$ cat config.mk
export PLATFORM = sky130hd
export DESIGN_NAME = sdram_cache_app_port
export DESIGN_NICKNAME = d
export VERILOG_FILES = /design/src/hw/sdram_cache_pkg.sv /design/src/hw/sdram_cache_app_port.sv
export VERILOG_INCLUDE_DIRS = /design/src /design/src/hw
export SDC_FILE = /design/constraint.sdc
export NUM_CORES = 1
export LEC_CHECK = 0
export BUFFER_PORTS_ARGS = -buffer_cell sky130_fd_sc_hd__buf_2
export CORE_AREA = 10 10 233 235
export CTS_CLUSTER_SIZE = 20
export DETAILED_ROUTE_END_ITERATION = 7
export DIE_AREA = 0 0 243 245
export GPL_TIMING_DRIVEN = 0
export PLACE_DENSITY = 0.52
export SETUP_SLACK_MARGIN = 0.4
export SKIP_LAST_GASP = 1
export SYNTH_ARGS = -nofsm -noshare
export SYNTH_HDL_FRONTEND = slang
export SYNTH_SLANG_ARGS = --single-unit
$ cat constraint.sdc
create_clock -name ui_clk -period 0.8 [get_ports ui_clk]
set_input_delay 0.04 -clock ui_clk [delete_from_list [all_inputs] [get_ports ui_clk]]
set_output_delay 0.04 -clock ui_clk [all_outputs]
set_load 0.05 [all_outputs]
$ cat src/hw/sdram_cache_config.svh
`ifndef SDRAM_CACHE_CONFIG_SVH
`define SDRAM_CACHE_CONFIG_SVH

////////////////////
// Cache geometry
////////////////////

// Lines held in the cache
`define SDC_ENTRIES    4
// Bytes per line, one app burst of eight 16-bit words
`define SDC_LINE_BYTES 16
// CPU byte address width
`define SDC_ADDR_W     28
// Byte lanes returned by a big read
`define SDC_LANES      8

////////////////////
// App port commands
////////////////////

`define SDC_CMD_WRITE  3'b000
`define SDC_CMD_READ   3'b001

`endif

$ cat src/hw/sdram_cache_pkg.sv
`default_nettype none
`include "sdram_cache_config.svh"

package sdram_cache_pkg;

    typedef logic [`SDC_ADDR_W-1:0] byte_addr_t;                             // CPU byte address
    typedef logic [`SDC_ADDR_W-$clog2(`SDC_LINE_BYTES)-1:0] line_tag_t;     // Address minus offset
    typedef logic [`SDC_ADDR_W-1:0] app_addr_t;                              // App word address
    typedef logic [`SDC_LINE_BYTES*8-1:0] line_data_t;                       // One full line
    typedef logic [`SDC_LINE_BYTES-1:0] byte_mask_t;                         // Per-byte flags
    typedef logic [$clog2(`SDC_ENTRIES)-1:0] entry_idx_t;                    // Entry number
    typedef logic [`SDC_LANES-1:0] lane_mask_t;                              // Requested lanes
    typedef logic [`SDC_LANES*8-1:0] rd_data_t;                              // Lane 0 in bits 7:0
    typedef logic [15:0] half_t;                                             // CPU write data
    typedef logic [2:0] app_cmd_t;

    // Control states
    typedef enum logic [2:0] {
        START,      // Waiting for calibration
        IDLE,       // Ready for a request
        LOOKUP,     // Hit search
        VICTIM,     // Pick write-back or fill
        WRITE_BACK, // Issue victim write
        WB_WAIT,    // Victim write in flight
        FILL,       // Issue line read
        FILL_WAIT   // Line read in flight
    } cache_state_e;

endpackage

`default_nettype wire

$ cat src/hw/sdram_cache_app_port.sv
`timescale 1ns/1ps
`default_nettype none
`include "sdram_cache_config.svh"

module sdram_cache_app_port (
    input  wire                               ui_clk,
    input  wire                               arst_n,
    input  wire                               issue_rd,
    input  wire                               issue_wr,
    input  wire  sdram_cache_pkg::line_tag_t  miss_tag,
    input  wire  sdram_cache_pkg::line_tag_t  victim_tag,
    input  wire  sdram_cache_pkg::line_data_t victim_data,
    input  wire                               app_rdy,
    input  wire                               app_wdf_rdy,
    input  wire                               app_rd_data_valid,
    input  wire  sdram_cache_pkg::line_data_t app_rd_data,
    output sdram_cache_pkg::app_addr_t        app_addr,
    output sdram_cache_pkg::app_cmd_t         app_cmd,
    output logic                              app_en,
    output logic                              app_wdf_wren,
    output sdram_cache_pkg::line_data_t       app_wdf_data,
    output logic                              rd_done,
    output logic                              wr_done,
    output sdram_cache_pkg::line_tag_t        fill_tag,
    output sdram_cache_pkg::line_data_t       fill_data
);
    import sdram_cache_pkg::*;

    logic wr_pend; // Write issued, not yet fully taken

    // Port counts 16-bit words, a line is a burst of eight
    function automatic app_addr_t line_addr(input line_tag_t tag);
        return app_addr_t'({tag, 3'b000});
    endfunction

    ////////////////////
    // Handshake flags
    ////////////////////

    always_ff @(posedge ui_clk or negedge arst_n) begin
        if (!arst_n) begin
            app_en       <= 1'b0;
            app_wdf_wren <= 1'b0;
            wr_pend      <= 1'b0;
            rd_done      <= 1'b0;
        end else begin
            rd_done <= app_rd_data_valid; // One cycle, data captured alongside
            if (issue_rd || issue_wr) app_en <= 1'b1;
            else if (app_rdy)         app_en <= 1'b0; // Command taken
            if (issue_wr)             app_wdf_wren <= 1'b1;
            else if (app_wdf_rdy)     app_wdf_wren <= 1'b0; // Data taken
            if (issue_wr)             wr_pend <= 1'b1;
            else if (wr_done)         wr_pend <= 1'b0;
        end
    end

    // Both halves of the write accepted
    assign wr_done = wr_pend && !app_en && !app_wdf_wren;

    ////////////////////
    // Command and data
    ////////////////////

    always_ff @(posedge ui_clk) begin
        if (issue_rd) begin
            app_cmd  <= `SDC_CMD_READ;
            app_addr <= line_addr(miss_tag);
            fill_tag <= miss_tag; // Line being fetched
        end
        if (issue_wr) begin
            app_cmd      <= `SDC_CMD_WRITE;
            app_addr     <= line_addr(victim_tag);
            app_wdf_data <= victim_data; // Whole line goes back
        end
        if (app_rd_data_valid) fill_data <= app_rd_data;
    end

endmodule

`default_nettype wire

# After elaboration in Yosys (flattened, before gate mapping)
# Index checks and enable logic that the tools add are counted.
[word_totals]
register_bits = 309
in_bits = 311
output_inout_bits = 315
word_cells = 26
[op_classes]
muxes = 8
reduce_logical = 9
[ops]
columns = ["operator", "n"]
rows = [
  ["27-bit two-way mux", 2],
  ["2-bit nonzero test", 4],
  ["1-bit two-way mux", 6],
  ["1-bit logical AND", 2],
  ["1-bit zero test", 2],
  ["1-bit logical OR", 1],
]

# Logic depth before layout (Yosys ltp)
[depth]
word_depth = 5
mapped_depth = 3
depth_no_buf = 2

# Least setup slack after synthesis
# Ideal clock, no wire load.
[synth_timing]
path_kind = "reg2out"
start = "register app_en"
end = "output wr_done"
arrival_ps = 1802
slack_ps = -1042
stages_incl_launch_ff = 2
cell_sequence = "dfrtp_1 > nor3b_1"
[synth_between]
elab_chain_len = 3
[synth_lines]
columns = ["item", "line", "rtl"]
rows = [
  ["start: declaration", "sdram_cache_app_port.sv:19", "output logic app_en,"],
  ["start signal: assignment", "sdram_cache_app_port.sv:42", "app_en <= 1'b0;"],
  ["start signal: assignment", "sdram_cache_app_port.sv:48", "if (issue_rd || issue_wr) app_en <= 1'b1;"],
  ["start signal: assignment", "sdram_cache_app_port.sv:49", "else if (app_rdy) app_en <= 1'b0;"],
  ["1-bit zero test", "sdram_cache_app_port.sv:58", "assign wr_done = wr_pend && !app_en && !app_wdf_wren;"],
  ["1-bit logical AND (2 in a row)", "sdram_cache_app_port.sv:58", ""],
  ["end: declaration", "sdram_cache_app_port.sv:23", "output logic wr_done,"],
]
# No other way between the ends.

# Worst setup path in the final report
# Same ends and word-level chain as after synthesis.

==> out/results.ini <==
[pwr]
vdd_drop_max_mv = 1.82
p_per_area_mw_per_mm2 = 2280
total_power_mw = 45.3
leakage_nw = 8.91

[layout]
drive_above_1_share_pct = 55.2
final_common_cell = buf_6
area_delta_synth_final_pct = 105
regArea_mm2 = 0.00926
num-fill-cells = 4376
final_area_mm2 = 0.0199
multi_input_area_um2 = 477
final_cell_mix = buf_6, buf_2, edfxtp_1
fin_nets = 1604

[worst_hold_path]
min-delay-start = miss_tag[21]
hold_path.class = primary input to register
min_path_cells = 1
whs_endpoint = fill_tag[21]

[logic_synthesis]
syn_avg_cell_area_um2 = 27.6
ys_seq_area_share_pct = 95.1
yosys_warnings = 0
ys_top_cells_by_area = edfxtp_1, mux2_4, dfrtp_1
netlist_instances = 353
synth_top_area_share_pct = 93.8
ys_ff_latch = 309
synth_cell_type_count = 16
syn-cell-area_mm2 = 0.00973
synth_top_area_cell = edfxtp_1

[status]
failed_checks = hold timing, setup timing
status = finished, violations left

[setup_path]
cp-startpoint = app_en
worstReg2RegStart = app_wdf_wren
r2r_setup_slack_ps = -170
critPathSlowestCell = dfrtp_2
worst-r2r-cell-count = 4
worstPathMaxFanout = 2
crit_path_end_kind = primary output
critPathTopFamily = flip-flops
timing.rr.end = wr_pend
cp.required_ps = 760
arrival_ps = 1310
worstPathBufferInverterCount = 1
path_class = register to primary output
max_stage_delay_ps = 420
crit_chain = nor3b_4 > buf_6
start_kind = register

[clocking]
cts_sinks = 309
numCtsBuffers = 34
clk_pin_slew_ps = 60
cts_max_level = 2
cts-root-buf = clkbuf_16
clk_path_buf_depth = 3
clock_latency_ps = 530
cts_tree = built

[placement]
placed_area_mm2 = 0.0138
place_congestion = 0.837
dp_hpwl_mm = 29.2
io_buffers = 619

[sta]
setup_tns_ps = -102100
setup_viol = 312
fmax_mhz = 739
period_share_pct = 169
clock_skew_ps = 13.8
hold_viol = 221
worst_slack_ps = -552
maxSlewViolCount = 0
hold_slack_ps = -303
rsz0062_at_grt = true
finalCriticalPeriod_ps = 1350

[job]
cap_viol_max_count = 0

[detailed_routing]
vias = 7336
totalWireLength_mm = 42.6
antenna_left = 0
avgViaCountPerCell = 3.68
wire_per_inst_um = 21.4
drt_iter0_markers = 233
firstDrtPassIters = 4
drc = 0

[die]
die_w_um = 243
rows = 82
ios = 626
dieHeight_um = 245
core_mm2 = 0.0497
initial_utilization_pct = 19.6
die_area_mm2 = 0.0595

[global_routing]
grt_overflow = 0
grt_pass1_wl_mm = 60.6
grt_usage_pct = 13.7
antenna_found_initial = 4
grt_max_degree = 57
grt_pass1_vias = 8588

stage by stage:
stage | worst slack (ps) | std cells | utilization (%)
final | -552 | 1991 | 40.1
after global routing | -618 | 1989 | 40.1
after CTS | -622 | 2005 | 40.0
after detailed placement | -872 | 1651 | 27.8
after global placement | -2390 | 1649 | 27.7
after floorplan | -291 | 358 | -
logic make-up (layout without fill, tap and decap cells):
| group | after synthesis | after routing | synth area share, % |
|---|---|---|---|
| flops | 309 | 309 | 95.1 |
| mux | 24 | 24 | 3.43 |
| buf+inv | 11 | 965 | 0.977 |
| simple gates | 5 | 8 | 0.283 |
| compound gates | 3 | 3 | 0.206 |
| other cells | 1 | 10 | 0.0385 |
power by group:
group / total, mW / internal, mW / switching [mW]
registers: 20.0 / 19.3 / 0.694
clock network: 14.8 / 8.47 / 6.29
logic: 10.6 / 4.17 / 6.40
registers in the layout, summed over array words and instances, names as in the netlist:
name,cells
app_wdf_data,128
fill_data,128
app_addr,24
fill_tag,24
app_cmd,1
app_en,1
app_wdf_wren,1
rd_done,1
wr_pend,1
synth_stat cells, drive strengths merged:
cell and count:
edfxtp 304, mux2 24, buf 9, dfrtp 4
a21o 2, inv 2, nor2 2, conb 1
dfxtp 1, nand2b 1, nor3b 1, o21ai 1
or2 1
layout make-up:
cell class	instances	share of cell area, %
multi-input cells	41	2.40
flip-flops and latches	309	46.5
diodes	4	0.0503
clock buffers	41	4.41
inverters	2	0.0377
well taps	672	4.22
plain buffers	9	0.528
clock inverters	17	0.735
repair buffers	896	41.1
metal layers:
metal  global-route usage [%]  routed length (um)
met1                     14.1               15300
met2                     22.8               20500
met3                     8.17                5450
met4                     4.89                1340
met5                        0                   0
worst register-to-register path, cell delays in order, from the launching register on:
cell and delay [ps]:
dfrtp_2 420, buf_4 140, buf_4 130, o21ai_2 90, nand2b_1 60
what timing repair did:
item	4_1_cts	5_1_grt
setup endpoints to repair	569	451
pin swaps	2	5
gates resized for setup	635	81
buffers inserted	9	2
hold buffers	279	4
gates cloned	8	0
hold endpoints to repair	439	263
how the worst max path moves through the flow:
stage | endpoint | depth (start not counted)
6_report | wr_done | 2
5_1_grt | wr_done | 2
4_1_cts | wr_done | 2
3_5_place_dp | app_addr[7] | 3
3_3_place_gp | app_addr[6] | 3
2_1_floorplan | wr_done | 1
(Power assumes the default switching activity.)
