### src/hw/sdram_cache_config.svh
`ifndef SDRAM_CACHE_CONFIG_SVH
`define SDRAM_CACHE_CONFIG_SVH

////////////////////
// Cache geometry
////////////////////

// Lines held in the cache
`define SDC_ENTRIES    4
// Bytes per line, one app burst of eight 16-bit words
`define SDC_LINE_BYTES 16
// CPU byte address width
`define SDC_ADDR_W     28
// Byte lanes returned by a big read
`define SDC_LANES      8

////////////////////
// App port commands
////////////////////

`define SDC_CMD_WRITE  3'b000
`define SDC_CMD_READ   3'b001

`endif

### src/hw/sdram_cache_pkg.sv
`default_nettype none
`include "sdram_cache_config.svh"

package sdram_cache_pkg;

    typedef logic [`SDC_ADDR_W-1:0] byte_addr_t;                             // CPU byte address
    typedef logic [`SDC_ADDR_W-$clog2(`SDC_LINE_BYTES)-1:0] line_tag_t;     // Address minus offset
    typedef logic [`SDC_ADDR_W-1:0] app_addr_t;                              // App word address
    typedef logic [`SDC_LINE_BYTES*8-1:0] line_data_t;                       // One full line
    typedef logic [`SDC_LINE_BYTES-1:0] byte_mask_t;                         // Per-byte flags
    typedef logic [$clog2(`SDC_ENTRIES)-1:0] entry_idx_t;                    // Entry number
    typedef logic [`SDC_LANES-1:0] lane_mask_t;                              // Requested lanes
    typedef logic [`SDC_LANES*8-1:0] rd_data_t;                              // Lane 0 in bits 7:0
    typedef logic [15:0] half_t;                                             // CPU write data
    typedef logic [2:0] app_cmd_t;

    // Control states
    typedef enum logic [2:0] {
        START,      // Waiting for calibration
        IDLE,       // Ready for a request
        LOOKUP,     // Hit search
        VICTIM,     // Pick write-back or fill
        WRITE_BACK, // Issue victim write
        WB_WAIT,    // Victim write in flight
        FILL,       // Issue line read
        FILL_WAIT   // Line read in flight
    } cache_state_e;

endpackage

`default_nettype wire

### src/hw/sdram_cache_lookup.sv
`timescale 1ns/1ps
`default_nettype none
`include "sdram_cache_config.svh"

module sdram_cache_lookup (
    input  wire                                            ui_clk,
    input  wire                                            arst_n,
    input  wire                                            accept,
    input  wire                                            look_en,
    input  wire  sdram_cache_pkg::byte_addr_t              sd_addr,
    input  wire                                            sd_l,
    input  wire                                            sd_u,
    input  wire                                            sd_we,
    input  wire                                            sd_big_r,
    input  wire  sdram_cache_pkg::half_t                   sd_wr,
    input  wire  [`SDC_ENTRIES-1:0]                        line_valid,
    input  wire  sdram_cache_pkg::line_tag_t [`SDC_ENTRIES-1:0]  line_tags,
    input  wire  sdram_cache_pkg::line_data_t [`SDC_ENTRIES-1:0] line_data,
    output logic                                           all_found,
    output logic                                           req_we,
    output sdram_cache_pkg::byte_addr_t                    req_addr,
    output sdram_cache_pkg::lane_mask_t                    req_lanes,
    output sdram_cache_pkg::half_t                         req_wr,
    output sdram_cache_pkg::line_tag_t                     miss_tag,
    output sdram_cache_pkg::rd_data_t                      rd_data
);
    import sdram_cache_pkg::*;

    byte_addr_t                            lane_addr [`SDC_LANES]; // Byte address per lane
    line_tag_t                             lane_tag  [`SDC_LANES];
    logic [$clog2(`SDC_LINE_BYTES)-1:0]    lane_off  [`SDC_LANES]; // Byte within line
    lane_mask_t                            found;
    rd_data_t                              lane_bytes;

    ////////////////////
    // Request capture
    ////////////////////

    always_ff @(posedge ui_clk or negedge arst_n) begin
        if (!arst_n) begin
            req_we    <= 1'b0;
            req_lanes <= '0;
        end else if (accept) begin
            req_we    <= sd_we;
            // Big read flag taken here, lanes 2..7 only on reads
            req_lanes <= {{(`SDC_LANES-2){sd_big_r && !sd_we}}, sd_u, sd_l};
        end
    end

    always_ff @(posedge ui_clk) begin
        if (accept) begin
            req_addr <= sd_addr;
            req_wr   <= sd_wr;
        end
    end

    ////////////////////
    // Hit search
    ////////////////////

    always_comb begin
        found      = '0; // Fresh on every lookup
        lane_bytes = '0; // Unselected lanes read zero
        for (int i = 0; i < `SDC_LANES; i++) begin
            lane_addr[i] = req_addr + byte_addr_t'(i); // May cross into the next line
            lane_tag[i]  = line_tag_t'(lane_addr[i] >> $clog2(`SDC_LINE_BYTES));
            lane_off[i]  = lane_addr[i][$clog2(`SDC_LINE_BYTES)-1:0];
            for (int e = 0; e < `SDC_ENTRIES; e++) begin
                if (req_lanes[i] && line_valid[e] && line_tags[e] == lane_tag[i]) begin
                    found[i]            = 1'b1;
                    lane_bytes[i*8 +: 8] = line_data[e][{lane_off[i], 3'b000} +: 8];
                end
            end
        end
        // Lowest missing lane wins
        miss_tag = lane_tag[0];
        for (int i = `SDC_LANES-1; i >= 0; i--) begin
            if (req_lanes[i] && !found[i]) miss_tag = lane_tag[i];
        end
    end

    assign all_found = (found == req_lanes);

    // Read result, held while sd_ready is high
    always_ff @(posedge ui_clk) begin
        if (look_en) rd_data <= lane_bytes;
    end

endmodule

`default_nettype wire

### config.mk
export PLATFORM = sky130hd
export DESIGN_NAME = sdram_cache_lookup
export DESIGN_NICKNAME = d
export VERILOG_FILES = /design/src/hw/sdram_cache_pkg.sv /design/src/hw/sdram_cache_lookup.sv
export VERILOG_INCLUDE_DIRS = /design/src /design/src/hw
export SDC_FILE = /design/constraint.sdc
export NUM_CORES = 2
export LEC_CHECK = 0
export ABC_AREA = 1
export BUFFER_PORTS_ARGS = -buffer_cell sky130_fd_sc_hd__buf_4
export CELL_PAD_IN_SITES_DETAIL_PLACEMENT = 1
export CELL_PAD_IN_SITES_GLOBAL_PLACEMENT = 1
export CORE_MARGIN = 2
export CORE_UTILIZATION = 38
export DETAILED_ROUTE_END_ITERATION = 8
export PLACE_DENSITY_LB_ADDON = 0.1
export SYNTH_ARGS = -nofsm -noshare
export SYNTH_HDL_FRONTEND = slang
export SYNTH_SLANG_ARGS = --single-unit
### constraint.sdc
create_clock -name ui_clk -period 6.1 [get_ports ui_clk]
set_input_delay 0.305 -clock ui_clk [delete_from_list [all_inputs] [get_ports ui_clk]]
set_output_delay 0.305 -clock ui_clk [all_outputs]
set_load 0.01 [all_outputs]
==> flow_metrics.tcl, run 1 <==
set metrics [dict create \
    start_util_pct 38.4 \
    yosysWarnings 0 \
    cts_sinks 112 \
    synthCells 8676 \
    syn_area_um2 42600 \
    syn-num-nets 9357 \
    die_y_um 339 \
    async_flop_share_pct 3.57 \
    h-tree-depth 3 \
    cts.root.buffer_cell "clkbuf_16" \
    dp_hpwl_um 337000 \
    ys_seq_area_share_pct 7.85 \
    cts_buffers 9 \
    ys_types 56 \
    gp_congestion 1.45 \
    error "[ERROR GRT-0116] Global routing finished with congestion. Check the congestion regions in the DRC Viewer." \
    grt_pass1_vias 79700 \
    synth_ff_type "edfxtp_1" \
    ios 806 \
    cts_buffer_depth 2 \
    rows 122 \
    synth-edff-count 108 \
    stop_stage "global routing" \
    grt_pass1_wl_um 670000 \
    outcome "stopped before the end" \
    avgSynthCellArea_um2 4.91 \
    grt_usage_pct 79.3 \
    overflow 760 \
    die_w_um 339 \
    ys_ff_latch 112 \
    port_buffers 805 \
    grt_max_degree 224 \
]
synthesized netlist by cell type, types with 6 or more instances:
cell / n / area share, %
nor3_1: 25 / 0.29
o21ai_1: 31 / 0.36
a31oi_1: 8 / 0.12
mux2i_1: 52 / 1.2
o21ai_0: 1177 / 14
nor2_8: 8 / 0.38
buf_6: 7 / 0.19
clkinv_1: 41 / 0.36
inv_2: 39 / 0.34
o2111ai_1: 6 / 0.12
nand4_1: 60 / 0.88
nand2_1: 3620 / 32
nand3_1: 663 / 7.8
buf_1: 99 / 0.87
nor2_4: 29 / 0.77
edfxtp_1: 108 / 7.6
a221oi_1: 11 / 0.23
nor4_1: 10 / 0.15
clkbuf_1: 367 / 3.2
nand2_2: 43 / 0.63
o211ai_1: 61 / 1.1
a32o_1: 52 / 1.2
a22o_1: 15 / 0.31
buf_4: 26 / 0.46
nand3b_1: 28 / 0.49
buf_2: 32 / 0.38
nand2_4: 16 / 0.42
nor2_1: 573 / 5.0
xnor2_1: 39 / 0.80
o22ai_1: 104 / 1.5
inv_1: 635 / 5.6
ha_1: 17 / 0.50
o21bai_1: 8 / 0.14
a32oi_1: 6 / 0.12
xor2_1: 263 / 5.4
a21oi_1: 335 / 3.9
nor2_2: 27 / 0.40
cell families after synthesis:
kind of cell | Yosys count | synth area share [%]
compound gates | 1825 | 23.2
xor+xnor | 303 | 6.25
fa+ha+maj | 17 | 0.499
buf+inv | 1247 | 11.4
flops | 112 | 7.85
mux | 52 | 1.22
simple gates | 5120 | 49.5
routing by layer:
metal  GRT overflow  track usage [%]
met3              7             63.6
met1              3             79.0
met4            293             80.1
met2            457             96.0
met5              0             33.3
timing repair:
action,in CTS
gates cloned,0
resized for setup,4
hold buffers,9
setup endpoints to repair,12
setup buffers,1
endpoints found under the hold margin,12
per-stage QoR:
step	instance area, um2	utilization [%]	std cells	setup WS (ps)	hold slack [ps]
after floorplan	42600	-	8676	658	9.41
after global placement	53700	48.4	11100	385	102
after detailed placement	53700	48.4	11100	356	105
after CTS	54200	48.8	11100	17.7	2.62
==> inputs of run 2 (changes only) <==
--- a/config.mk
+++ b/config.mk
@@ -8,12 +8,10 @@
 export LEC_CHECK = 0
 export ABC_AREA = 1
 export BUFFER_PORTS_ARGS = -buffer_cell sky130_fd_sc_hd__buf_4
-export CELL_PAD_IN_SITES_DETAIL_PLACEMENT = 1
-export CELL_PAD_IN_SITES_GLOBAL_PLACEMENT = 1
 export CORE_MARGIN = 2
-export CORE_UTILIZATION = 38
+export CORE_UTILIZATION = 25
 export DETAILED_ROUTE_END_ITERATION = 8
-export PLACE_DENSITY_LB_ADDON = 0.1
+export PLACE_DENSITY_LB_ADDON = 0.15
 export SYNTH_ARGS = -nofsm -noshare
 export SYNTH_HDL_FRONTEND = slang
 export SYNTH_SLANG_ARGS = --single-unit
==> flow_metrics.tcl, run 2 <==
set metrics [dict create \
    grt_max_degree 203 \
    antenna_left 0 \
    syn2layout_area_growth_pct 35.4 \
    overflow 0 \
    core_um2 169000 \
    synth_ff_type "edfxtp_1" \
    gp_congestion 1.53 \
    drtPass1Iterations 9 \
    yosysWarnings 0 \
    nets 10500 \
    syn-num-nets 9357 \
    dieArea_um2 174000 \
    clk_pin_slew_worst_paths_ps 100 \
    final_cell_area_um2 57700 \
    fillerInstances 19500 \
    synthCells 8676 \
    antenna_found_initial 100 \
    cts_sinks 112 \
    ios 806 \
    leakagePower_nw 29.7 \
    max_cap_viol_count 3 \
    synth.top_cell.area_share_pct 31.9 \
    violations "DRC, capacitance limit, slew limit, setup timing" \
    async_flop_share_pct 3.57 \
    cts_tree "done" \
    synthTopCellsByArea "nand2_1 32%, o21ai_0 14%, nand3_1 7.8%, edfxtp_1 7.6%, inv_1 5.6%" \
    critical_path_required_ps 5790 \
    cts_buffers 9 \
    outcome "finished, violations left" \
    avgRoutedWirePerCell_um 39.4 \
    slew_violations 34 \
    place.detailed.instances 12000 \
    wl_um 479000 \
    crit_fanout 8 \
    layout_commonest_cell "nand2_1" \
    ys_seq_area_share_pct 7.85 \
    max_freq_ghz 0.162 \
    ys_types 56 \
    fin_cells 12200 \
    h-tree-depth 3 \
    place_area_um2 56600 \
    ys_ff_latch 112 \
    grt_usage_pct 52.8 \
    grt_pass1_wl_um 612000 \
    drive_gt1_share_pct 20.2 \
    drc 6 \
    rows 151 \
    endpoint_kind "primary output" \
    reg_top3 "rd_data: 64 flops, req_addr: 28 flops, req_wr: 16 flops" \
    period_share_pct 101 \
    slowest_delay_ps 630 \
    largest_reg_flops 64 \
    skew_ps 63.1 \
    multi_input_area_um2 34900 \
    first_iter_violations 12500 \
    startpoint_type "register" \
    crit_arrival_ps 5880 \
    cts.root.buffer_cell "clkbuf_16" \
    hold_ws_ps 17.3 \
    final_cell_mix "3,599 x nand2_1, 1,656 x buf_4, 1,162 x o21ai_0" \
    timing.final.hold_violations 0 \
    port_buffers 805 \
    hp-class "input port to register" \
    worst_path_most_repeated_cell "buf_4" \
    cts_buffer_depth 2 \
    reg2regPathDepth 11 \
    synth.most_common_cell "nand2_1" \
    rsz0062_at_grt "true" \
    whs_path_depth 1 \
    worstSkewPairLatency_ps 500 \
    setup_ws_ps -89.2 \
    layout_min_cycle_time_ps 6190 \
    synth-edff-count 108 \
    power.total_mw 9.87 \
    powerDensity_nw_per_um2 171 \
    die_w_um 417 \
    start_util_pct 25.2 \
    grt_pass1_vias 63900 \
    ir_drop_uv 190 \
    criticalPathCategory "register to primary output" \
    synth_top_area_cell "nand2_1" \
    die_y_um 417 \
    relSlewSlack_pct -9.17 \
    avgSynthCellArea_um2 4.91 \
    syn_area_um2 42600 \
    via_per_inst 5.98 \
    ys_top_cells_by_count "3,620 x nand2_1, 1,177 x o21ai_0, 663 x nand3_1, 635 x inv_1, 573 x nor2_1" \
    dp_hpwl_um 398000 \
    regArea_um2 3340 \
    setup_viol 10 \
    tightest_slew_ps 1630 \
    vias 72700 \
    cpMaxStageDelayCell "edfxtp_1" \
    regMostFlops "rd_data" \
]
## run 2: cell counts after synthesis
No cell type changed its count.
## run 2: final cells by class
type | instances | share of cell area [%]
inverter | 715 | 4.72
multi-input combinational | 7317 | 60.5
clock inverter | 7 | 0.158
antenna | 71 | 0.308
timing repair buffer | 1711 | 23.3
sequential | 112 | 5.79
clock buffer | 9 | 0.390
tap | 2218 | 4.81
## run 2: path summary, 6_finish.rpt
kind                         startpoint           end  slack (ps)
hold / removal              sd_addr[21]  req_addr[21]          20
hold reg to reg            req_lanes[0]  req_lanes[0]         500
min in group asynchronous        arst_n        req_we         200
max in group asynchronous        arst_n  req_lanes[1]        5790
setup / recovery            req_addr[3]   miss_tag[1]         -90
setup reg to reg            req_addr[0]    rd_data[3]         600
## run 2: critical path, delay by kind of cell (launching register included)
| kind | cells | cell delay (ps) |
|---|---|---|
| compound gates | 7 | 1200 |
| simple gates | 12 | 1450 |
| buf+inv | 10 | 1860 |
| flops | 1 | 630 |
| fa+ha+maj | 1 | 250 |
## run 2: metrics by stage
step                worst slack, ps  setup TNS [ps]  utilization, %
finish                        -89.2            -372            34.1
global route                  -66.1            -129            34.0
CTS                           -9.63           -9.63            33.8
detailed placement             -116            -392            33.4
global placement               -296           -3520            33.4
floorplan                       658               0               -
## run 2: kinds of logic (layout without fill, tap and decap cells)
kind of cell    count (synthesis)  count (layout)  share of synthesized area (%)
xor+xnor                      303             303                           6.25
fa+ha+maj                      17              17                          0.499
flops                         112             112                           7.85
other cells                     0              71                              0
compound gates               1825            1825                           23.2
simple gates                 5120            5120                           49.5
buf+inv                      1247            2442                           11.4
mux                            52              52                           1.22
## run 2: timing repair
item	in CTS	in global routing
endpoints found under the setup margin	24	25
hold buffers	5	0
setup buffers	11	8
resized for setup	36	67
cloned	0	0
endpoints found under the hold margin	8	0
pin swaps	5	5
## run 2: per-layer routing
metal  track usage (%)  share of wire [%]
met1              59.6                 35
met2              74.6                 40
met3              19.8                 12
met4              53.4                 12
met5                 0              0.051
## run 2: power breakdown
group          internal, mW  switching, mW  leakage, nW  total [mW]
Sequential            0.885         0.0482         1.14       0.934
Clock                 0.299          0.456        0.153       0.756
Combinational          2.28           5.90         28.4        8.18
Total                  3.46           6.41         29.7        9.87
Power figures use the tool's default switching activity.
