File: config.mk
export PLATFORM = sky130hd
export DESIGN_NAME = sdram_cache_lines
export DESIGN_NICKNAME = d
export VERILOG_FILES = /design/src/hw/sdram_cache_pkg.sv /design/src/hw/sdram_cache_lines.sv
export VERILOG_INCLUDE_DIRS = /design/src /design/src/hw
export SDC_FILE = /design/constraint.sdc
export NUM_CORES = 2
export LEC_CHECK = 0
export BUFFER_PORTS_ARGS = -buffer_cell sky130_fd_sc_hd__buf_2
export CAP_MARGIN = 20
export CORE_AREA = 5 5 374 376
export CTS_CLUSTER_DIAMETER = 40
export DETAILED_ROUTE_END_ITERATION = 16
export DIE_AREA = 0 0 379 381
export GPL_TIMING_DRIVEN = 0
export SYNTH_ARGS = -nofsm -noshare
export SYNTH_HDL_FRONTEND = slang
export SYNTH_SLANG_ARGS = --single-unit
File: constraint.sdc
create_clock -name ui_clk -period 5.15 [get_ports ui_clk]
set_input_delay 0.2575 -clock ui_clk [delete_from_list [all_inputs] [get_ports ui_clk]]
set_output_delay 0.2575 -clock ui_clk [all_outputs]
set_load 0.02 [all_outputs]
File: src/hw/sdram_cache_config.svh
`ifndef SDRAM_CACHE_CONFIG_SVH
`define SDRAM_CACHE_CONFIG_SVH

////////////////////
// Cache geometry
////////////////////

// Lines held in the cache
`define SDC_ENTRIES    4
// Bytes per line, one app burst of eight 16-bit words
`define SDC_LINE_BYTES 16
// CPU byte address width
`define SDC_ADDR_W     28
// Byte lanes returned by a big read
`define SDC_LANES      8

////////////////////
// App port commands
////////////////////

`define SDC_CMD_WRITE  3'b000
`define SDC_CMD_READ   3'b001

`endif

File: src/hw/sdram_cache_pkg.sv
`default_nettype none
`include "sdram_cache_config.svh"

package sdram_cache_pkg;

    typedef logic [`SDC_ADDR_W-1:0] byte_addr_t;                             // CPU byte address
    typedef logic [`SDC_ADDR_W-$clog2(`SDC_LINE_BYTES)-1:0] line_tag_t;     // Address minus offset
    typedef logic [`SDC_ADDR_W-1:0] app_addr_t;                              // App word address
    typedef logic [`SDC_LINE_BYTES*8-1:0] line_data_t;                       // One full line
    typedef logic [`SDC_LINE_BYTES-1:0] byte_mask_t;                         // Per-byte flags
    typedef logic [$clog2(`SDC_ENTRIES)-1:0] entry_idx_t;                    // Entry number
    typedef logic [`SDC_LANES-1:0] lane_mask_t;                              // Requested lanes
    typedef logic [`SDC_LANES*8-1:0] rd_data_t;                              // Lane 0 in bits 7:0
    typedef logic [15:0] half_t;                                             // CPU write data
    typedef logic [2:0] app_cmd_t;

    // Control states
    typedef enum logic [2:0] {
        START,      // Waiting for calibration
        IDLE,       // Ready for a request
        LOOKUP,     // Hit search
        VICTIM,     // Pick write-back or fill
        WRITE_BACK, // Issue victim write
        WB_WAIT,    // Victim write in flight
        FILL,       // Issue line read
        FILL_WAIT   // Line read in flight
    } cache_state_e;

endpackage

`default_nettype wire

File: src/hw/sdram_cache_lines.sv
`timescale 1ns/1ps
`default_nettype none
`include "sdram_cache_config.svh"

module sdram_cache_lines (
    input  wire                                            ui_clk,
    input  wire                                            arst_n,
    input  wire                                            fill_en,
    input  wire                                            commit_wr,
    input  wire                                            clean_en,
    input  wire  sdram_cache_pkg::line_tag_t               fill_tag,
    input  wire  sdram_cache_pkg::line_data_t              fill_data,
    input  wire  sdram_cache_pkg::byte_addr_t              req_addr,
    input  wire  sdram_cache_pkg::lane_mask_t              req_lanes,
    input  wire  sdram_cache_pkg::half_t                   req_wr,
    output logic [`SDC_ENTRIES-1:0]                        line_valid,
    output sdram_cache_pkg::line_tag_t [`SDC_ENTRIES-1:0]  line_tags,
    output sdram_cache_pkg::line_data_t [`SDC_ENTRIES-1:0] line_data,
    output logic                                           victim_dirty,
    output sdram_cache_pkg::line_tag_t                     victim_tag,
    output sdram_cache_pkg::line_data_t                    victim_data
);
    import sdram_cache_pkg::*;

    byte_mask_t                            dirty [`SDC_ENTRIES]; // Bytes changed since fill
    entry_idx_t                            victim_ptr;           // FIFO replacement
    byte_addr_t                            wr_addr [2];
    logic [$clog2(`SDC_LINE_BYTES)-1:0]    wr_off  [2];
    logic [`SDC_ENTRIES-1:0]               wr_hit  [2];          // Entry holding each lane

    ////////////////////
    // Write lane match
    ////////////////////

    // Lanes 0 and 1 may sit in different entries
    always_comb begin
        for (int i = 0; i < 2; i++) begin
            wr_addr[i] = req_addr + byte_addr_t'(i);
            wr_off[i]  = wr_addr[i][$clog2(`SDC_LINE_BYTES)-1:0];
            for (int e = 0; e < `SDC_ENTRIES; e++) begin
                wr_hit[i][e] = req_lanes[i] && line_valid[e] &&
                               line_tags[e] == line_tag_t'(wr_addr[i] >> $clog2(`SDC_LINE_BYTES));
            end
        end
    end

    ////////////////////
    // Valid, dirty, pointer
    ////////////////////

    always_ff @(posedge ui_clk or negedge arst_n) begin
        if (!arst_n) begin
            line_valid <= '0;
            victim_ptr <= '0;
            for (int e = 0; e < `SDC_ENTRIES; e++) begin
                dirty[e] <= '0;
            end
        end else begin
            if (fill_en) begin
                line_valid[victim_ptr] <= 1'b1;
                dirty[victim_ptr]      <= '0;             // Fresh from SDRAM
                victim_ptr             <= victim_ptr + 1'b1; // Oldest entry next
            end
            if (clean_en) dirty[victim_ptr] <= '0;        // Written back
            if (commit_wr) begin
                for (int i = 0; i < 2; i++) begin
                    for (int e = 0; e < `SDC_ENTRIES; e++) begin
                        if (wr_hit[i][e]) dirty[e][wr_off[i]] <= 1'b1;
                    end
                end
            end
        end
    end

    // Tags and data
    always_ff @(posedge ui_clk) begin
        if (fill_en) begin
            line_tags[victim_ptr] <= fill_tag;
            line_data[victim_ptr] <= fill_data;
        end
        if (commit_wr) begin
            for (int i = 0; i < 2; i++) begin
                for (int e = 0; e < `SDC_ENTRIES; e++) begin
                    if (wr_hit[i][e]) line_data[e][{wr_off[i], 3'b000} +: 8] <= req_wr[i*8 +: 8];
                end
            end
        end
    end

    // Victim view for write-back
    assign victim_dirty = line_valid[victim_ptr] && (dirty[victim_ptr] != '0);
    assign victim_tag   = line_tags[victim_ptr];
    assign victim_data  = line_data[victim_ptr];

endmodule

`default_nettype wire

# After elaboration in Yosys (flattened, before gate mapping)
# Cells that the tools add are included.
[word_totals]
ff_bits = 678
input_bits = 209
output_inout_bits = 765
elab_cells = 133
[op_classes]
n_addsub = 4
order_cmp = 8
eq_ne = 8
shifts = 4
muxes = 60
n_bitwise = 13
n_reduce_logical = 22
[op_table]
columns = ["op", "count"]
rows = [
  ["two-way mux 128 bit", 14],
  ["bitwise mux 128 bit", 8],
  ["two-way mux 512 bit", 2],
  ["bitwise mux 512 bit", 1],
  ["binary-select mux 128 bit (select 2 bit)", 1],
  ["demux 128 bit (select 2 bit)", 1],
  ["variable shift 8 x 9 -> 128 bit, first input constant", 2],
  ["indexed part select 8 x 9 -> 128 bit", 2],
  ["two-way mux 16 bit", 15],
  ["== test 24 bit", 8],
  ["two-way mux 64 bit", 3],
  ["AND 64 bit", 2],
  ["OR 16 bit", 8],
  ["bitwise mux 96 bit", 1],
  ["inverter 64 bit", 1],
  ["binary-select mux 24 bit (select 2 bit)", 1],
  ["demux 24 bit (select 2 bit)", 1],
  ["two-way mux 24 bit", 2],
  ["binary-select mux 16 bit (select 2 bit)", 1],
  ["demux 16 bit (select 2 bit)", 1],
  ["adder 28 x 1 -> 28 bit, second input constant", 1],
  ["logical AND 1 bit", 21],
  ["negator 7 -> 9 bit", 2],
  ["nonzero test 16 bit", 1],
  ["other kinds (13)", 19],
]

# Longest topological paths before layout
[depth]
depth_word = 16
ltp_mapped = 16
mapped_depth_nobuf = 11

# Worst setup path after synthesis
# OpenSTA, ideal clock, no wires.
[synth_timing]
path_type = "in2reg"
start = "input req_addr[0]"
end = "register line_data[100] (netlist bit)"
setup_ns = 0.086
arrival_ns = 3.786
path_slack_ns = 1.279
stages = 15
n_path_buf = 5
cell_sequence = "clkbuf_1 clkinv_1 clkbuf_1 ha_1 clkbuf_1 or2_2 clkbuf_1 nor2_1 nand2_1 or3_1 clkbuf_1 or4_1 o31ai_2 a211oi_1 a211oi_1"
[synth_between]
elab_chain_len = 8
word_cells_on_any_way = 15
cone_classes = "3 x add/sub; 1 x eq/ne; 4 x shift; 6 x mux; 1 x reduce/logical"
[synth_rtl]
columns = ["element", "line", "rtl"]
rows = [
  ["start, declared", "sdram_cache_lines.sv:13", "input wire sdram_cache_pkg::byte_addr_t req_addr,"],
  ["parallel branches: the longest is 6 deep, another holds adder 28 x 1 -> 28 bit", "-", ""],
  ["two-way mux 128 bit *", "sdram_cache_lines.sv:84", "if (wr_hit[i][e]) line_data[e][{wr_off[i], 3'b000} +: 8] <= req_wr[i*8 +: 8];"],
  ["two-way mux 512 bit *", "sdram_cache_lines.sv:81", "if (commit_wr) begin"],
  ["end signal, assigned by index", "sdram_cache_lines.sv:79", "line_data[victim_ptr] <= fill_data;"],
  ["end signal, assigned by index", "sdram_cache_lines.sv:84", ""],
  ["end, declared", "sdram_cache_lines.sv:18", "output sdram_cache_pkg::line_data_t [`SDC_ENTRIES-1:0] line_data,"],
]
# Mark *: on every way between the ends. The select of a mux whose other input is x is not followed.
# A chain may end at the register's enable or synchronous reset.

# Worst setup path in the final report
[layout_timing]
start = "input req_addr[0]"
end = "register line_data[331] (netlist bit)"
# The elaborated chain is that of the path after synthesis.

==> impl_metrics.ini <==
[outcome]
status = finished, violations left
violations_in_the_final_reports = negative setup slack

[pwr]
ir_drop_uv = 411.5
cellLeakagePower_nw = 23.91
power-per-cell-area_nw_per_um2 = 612.5
total_power_mw = 37.08

[sta]
final.setup_skew_ns = 0.05806
worst-slew-pin-transition_ns = 1.453
final_period_minus_worst_setup_slack_ns = 5.372
setup_repair_after_global_routing_missed_its_margin = yes
max_freq_ghz = 0.1861
layout_setup_ws_ns = -0.2222
final.setup.tns_ns = -11.80
timing.final.max_slew_violations = 0
fin_worst_hold_slack_ns = 0.01296
timing.final.hold_violations = 0
setup_viol = 152
slew_headroom_pct = 3.167
layout_worst_path_cycle_share_pct = 104.3

[synthesis]
yosys-mux-area-fraction_pct = 18.86
syn_area_per_cell_sq_um = 8.568
yosys.area.top_type = sky130_fd_sc_hd__dfxtp_1
synthesis.instances = 5264
post_synth_fa_ha_maj_area_fraction_pct = 0.3329
postSynth.asyncResetShare_pct = 10.32
synth-edff-count = 96
ys.flop_type = sky130_fd_sc_hd__dfxtp_1
synth_top_family_by_area = compound AO/OA/AOI/OAI gates
synth_simple_gate_area_share_pct = 19.04
synth.most_common_cell = sky130_fd_sc_hd__nor2_1
synth_top_cells_by_count = sky130_fd_sc_hd__nor2_1 (585), sky130_fd_sc_hd__dfxtp_1 (512), sky130_fd_sc_hd__nand2_1 (498)
synth-compound-area-share_pct = 21.59
synth.ff_latch_count = 678
synth.yosys.seq_area_share_pct = 33.00
ys.warnings.count = 0
synthesis.area_sq_um = 45100
mappedNetlistNets = 5485
post_synth_main_area_contributors = sky130_fd_sc_hd__dfxtp_1 (23%), sky130_fd_sc_hd__mux2i_1 (8.3%), sky130_fd_sc_hd__mux4_2 (7.6%), sky130_fd_sc_hd__edfxtp_1 (6.4%), sky130_fd_sc_hd__a21oi_1 (5.0%)
area_share_of_the_largest_cell_type_after_synthesis_pct = 22.73
synthXorXnorAreaFrac_pct = 3.193
count_of_distinct_cell_types_in_the_synthesized_netlist = 105

[clock_tree]
clock_tree.htree_level_count = 4
cts.sinks = 678
clock_tree.buffer_depth = 3
worstSkewPairLatency_ns = 0.82
root_buffer = sky130_fd_sc_hd__clkbuf_16
clkTransAtPathRegs_ns = 0.05
cts_inserted_buffers = 137
clock_tree_from_tritoncts = done

[die]
fp.coreArea_sq_um = 136500
dieHeight_microns = 381
num_rows = 136
start_util_pct = 33.05
chipWidth_microns = 379
design.portCount = 974
floorplan.die_area_sq_um = 144400

[grt]
first_global_vias = 53990
grt_start_max_net_pins = 39
grt_use_total_pct = 46.20
grt_pass1_wl_microns = 463100
antenna_found_initial = 52
congestion_overflow_gr = 0

[cells_and_area]
postLayoutCoreUtil_pct = 44.36
post_route_cells_drive_above_1_share_pct = 26.23
final.fill_count = 13790
final-instance-count-excl-fill = 8561
num-nets-final = 6843
area_growth_pct = 34.22

[detailed_routing]
vias = 58080
drc_errors = 0
initialDrtViolationCount = 9032
avgViaCountPerCell = 6.784
route.final.wire_length_microns = 351300
wl_per_cell_microns = 41.03
firstDrtPassIters = 10
antenna_violating_nets_post_route = 0

[placed_design]
input_output_buffers = 950
placed_cells_incl_taps = 8093
post-dp-hpwl_microns = 276700
gp_congestion = 1.101

[critical_path]
worst_path_largest_cell_delay_ns = 0.80
cp-start-kind = input pin
timing.critical_path.fanout_max = 10
criticalPathCategory = input pin to flip-flop
timing.critical_path.slowest_stage_cell = sky130_fd_sc_hd__or4_1
arrival_ns = 6.03
crit_chain = buf_2 -> ha_1 -> buf_2 -> and3_1 -> clkbuf_1 -> nand2_1 -> xnor2_1 -> nor4_1 -> nand4_1 -> or4_1 -> or3_1 -> clkbuf_1 -> clkbuf_1 -> o2111ai_1 -> o211ai_1
worst_setup_path_end_kind = flip-flop
critPathMostFrequentCell = sky130_fd_sc_hd__clkbuf_1
timing.critical_path.required_ns = 5.81

[hold_path]
min_path_type = input pin to async pin

[flow_run]
maximum_capacitance_violations = 0
-- placed cells by master (no fill, tap or decap), drive strengths merged, types with 18 or more instances in the layout --
cell,instances
dfrtp,70
o21ai,326
mux4,152
nor2,586
o2bb2ai,23
a221o,37
or4,18
diode,30
a211oi,72
xor2,53
and4,18
o22ai,89
o2111ai,19
o32ai,38
nor4,74
nand2b,45
buf,1161
and3,54
a21o,33
dfxtp,512
a21oi,453
mux2i,373
xnor2,88
nand4,70
o211ai,55
mux2,120
nor2b,30
nand2,499
nand3,162
a31oi,59
and2,85
edfxtp,96
dlygate4sd3,158
clkinv,45
o221ai,33
nor3,114
inv,43
clkbuf,493
a22oi,100
-- through the flow --
step	setup WS, ns	cell area (sq um)
final	-0.2222	60540
after global routing	-0.08153	60480
after CTS	0.003841	60180
after detailed placement	-2.418	53450
after global placement	-3.347	52100
after floorplan	1.279	45100
-- where the power goes --
group	internal, mW	switching (mW)	total, mW	leakage (nW)
Clock	6.11	3.50	9.61	2.36
Combinational	6.42	11.5	17.9	15.5
Sequential	7.17	2.39	9.56	6.09
-- metal layers --
layer | part of all wire, % | vias up | GRT usage, %
met3 | 15 | 1617 | 20.50
li1 | - | 22640 | -
met4 | 10 | 34 | 37.43
met2 | 40 | 5369 | 65.70
met5 | 0.14 | - | 0
met1 | 35 | 28420 | 53.37
-- cells by family (layout without fill, tap and decap cells) --
family	after synthesis	after routing
AOI/OAI and AO/OA	1508	1508
xor gates and xnor gates	150	150
adders and majority gates	12	12
buffers and inverters	460	1933
DFF	678	678
muxes	645	645
other	0	30
and+or+nand+nor	1811	1811
-- layout make-up --
cell class / count / area [sq um] / share of cell area, %
diodes: 30 / 75.07 / 0.1240
repair buffers: 1225 / 7838 / 12.95
clock buffers: 168 / 3747 / 6.190
plain buffers: 421 / 1729 / 2.856
multi-input cells: 4126 / 28720 / 47.45
inverters: 33 / 125.1 / 0.2067
well taps: 1794 / 2245 / 3.708
clock inverters: 86 / 1171 / 1.935
flip-flops and latches: 678 / 14880 / 24.59
-- what timing repair did --
action,CTS,global route
buffers inserted,15,1
pin swaps,7,0
gates cloned,0,0
hold buffers,158,0
setup endpoints to repair,449,254
endpoints found under the hold margin,633,0
gates resized for setup,40,49
-- flip-flops by register name (all words and copies together) (netlist names) --
register    count
line_valid      4
dirty          64
line_tags      96
victim_ptr      2
line_data     512
-- worst max-delay path, delay by kind of cell --
family	cells	cell delay, ns
and+or+nand+nor	6	2.50
buffers and inverters	5	2.06
AOI/OAI and AO/OA	2	0.60
xor gates and xnor gates	1	0.32
adders and majority gates	1	0.23
-- worst paths after layout --
path | from | to | slack [ns] | depth (start not counted)
setup / recovery | req_addr[0] | line_data[331] | -0.22 | 15
max in group asynchronous | arst_n | line_valid[0] | 4.24 | 3
hold reg to reg | dirty[55] | dirty[55] | 0.51 | 2
setup reg to reg | victim_ptr[1] | line_data[227] | -0.16 | 11
hold / removal | arst_n | line_valid[3] | 0.01 | 2
min in group ui_clk | req_wr[3] | line_data[67] | 0.04 | 5
No activity file was read; power rests on OpenSTA's default activity.
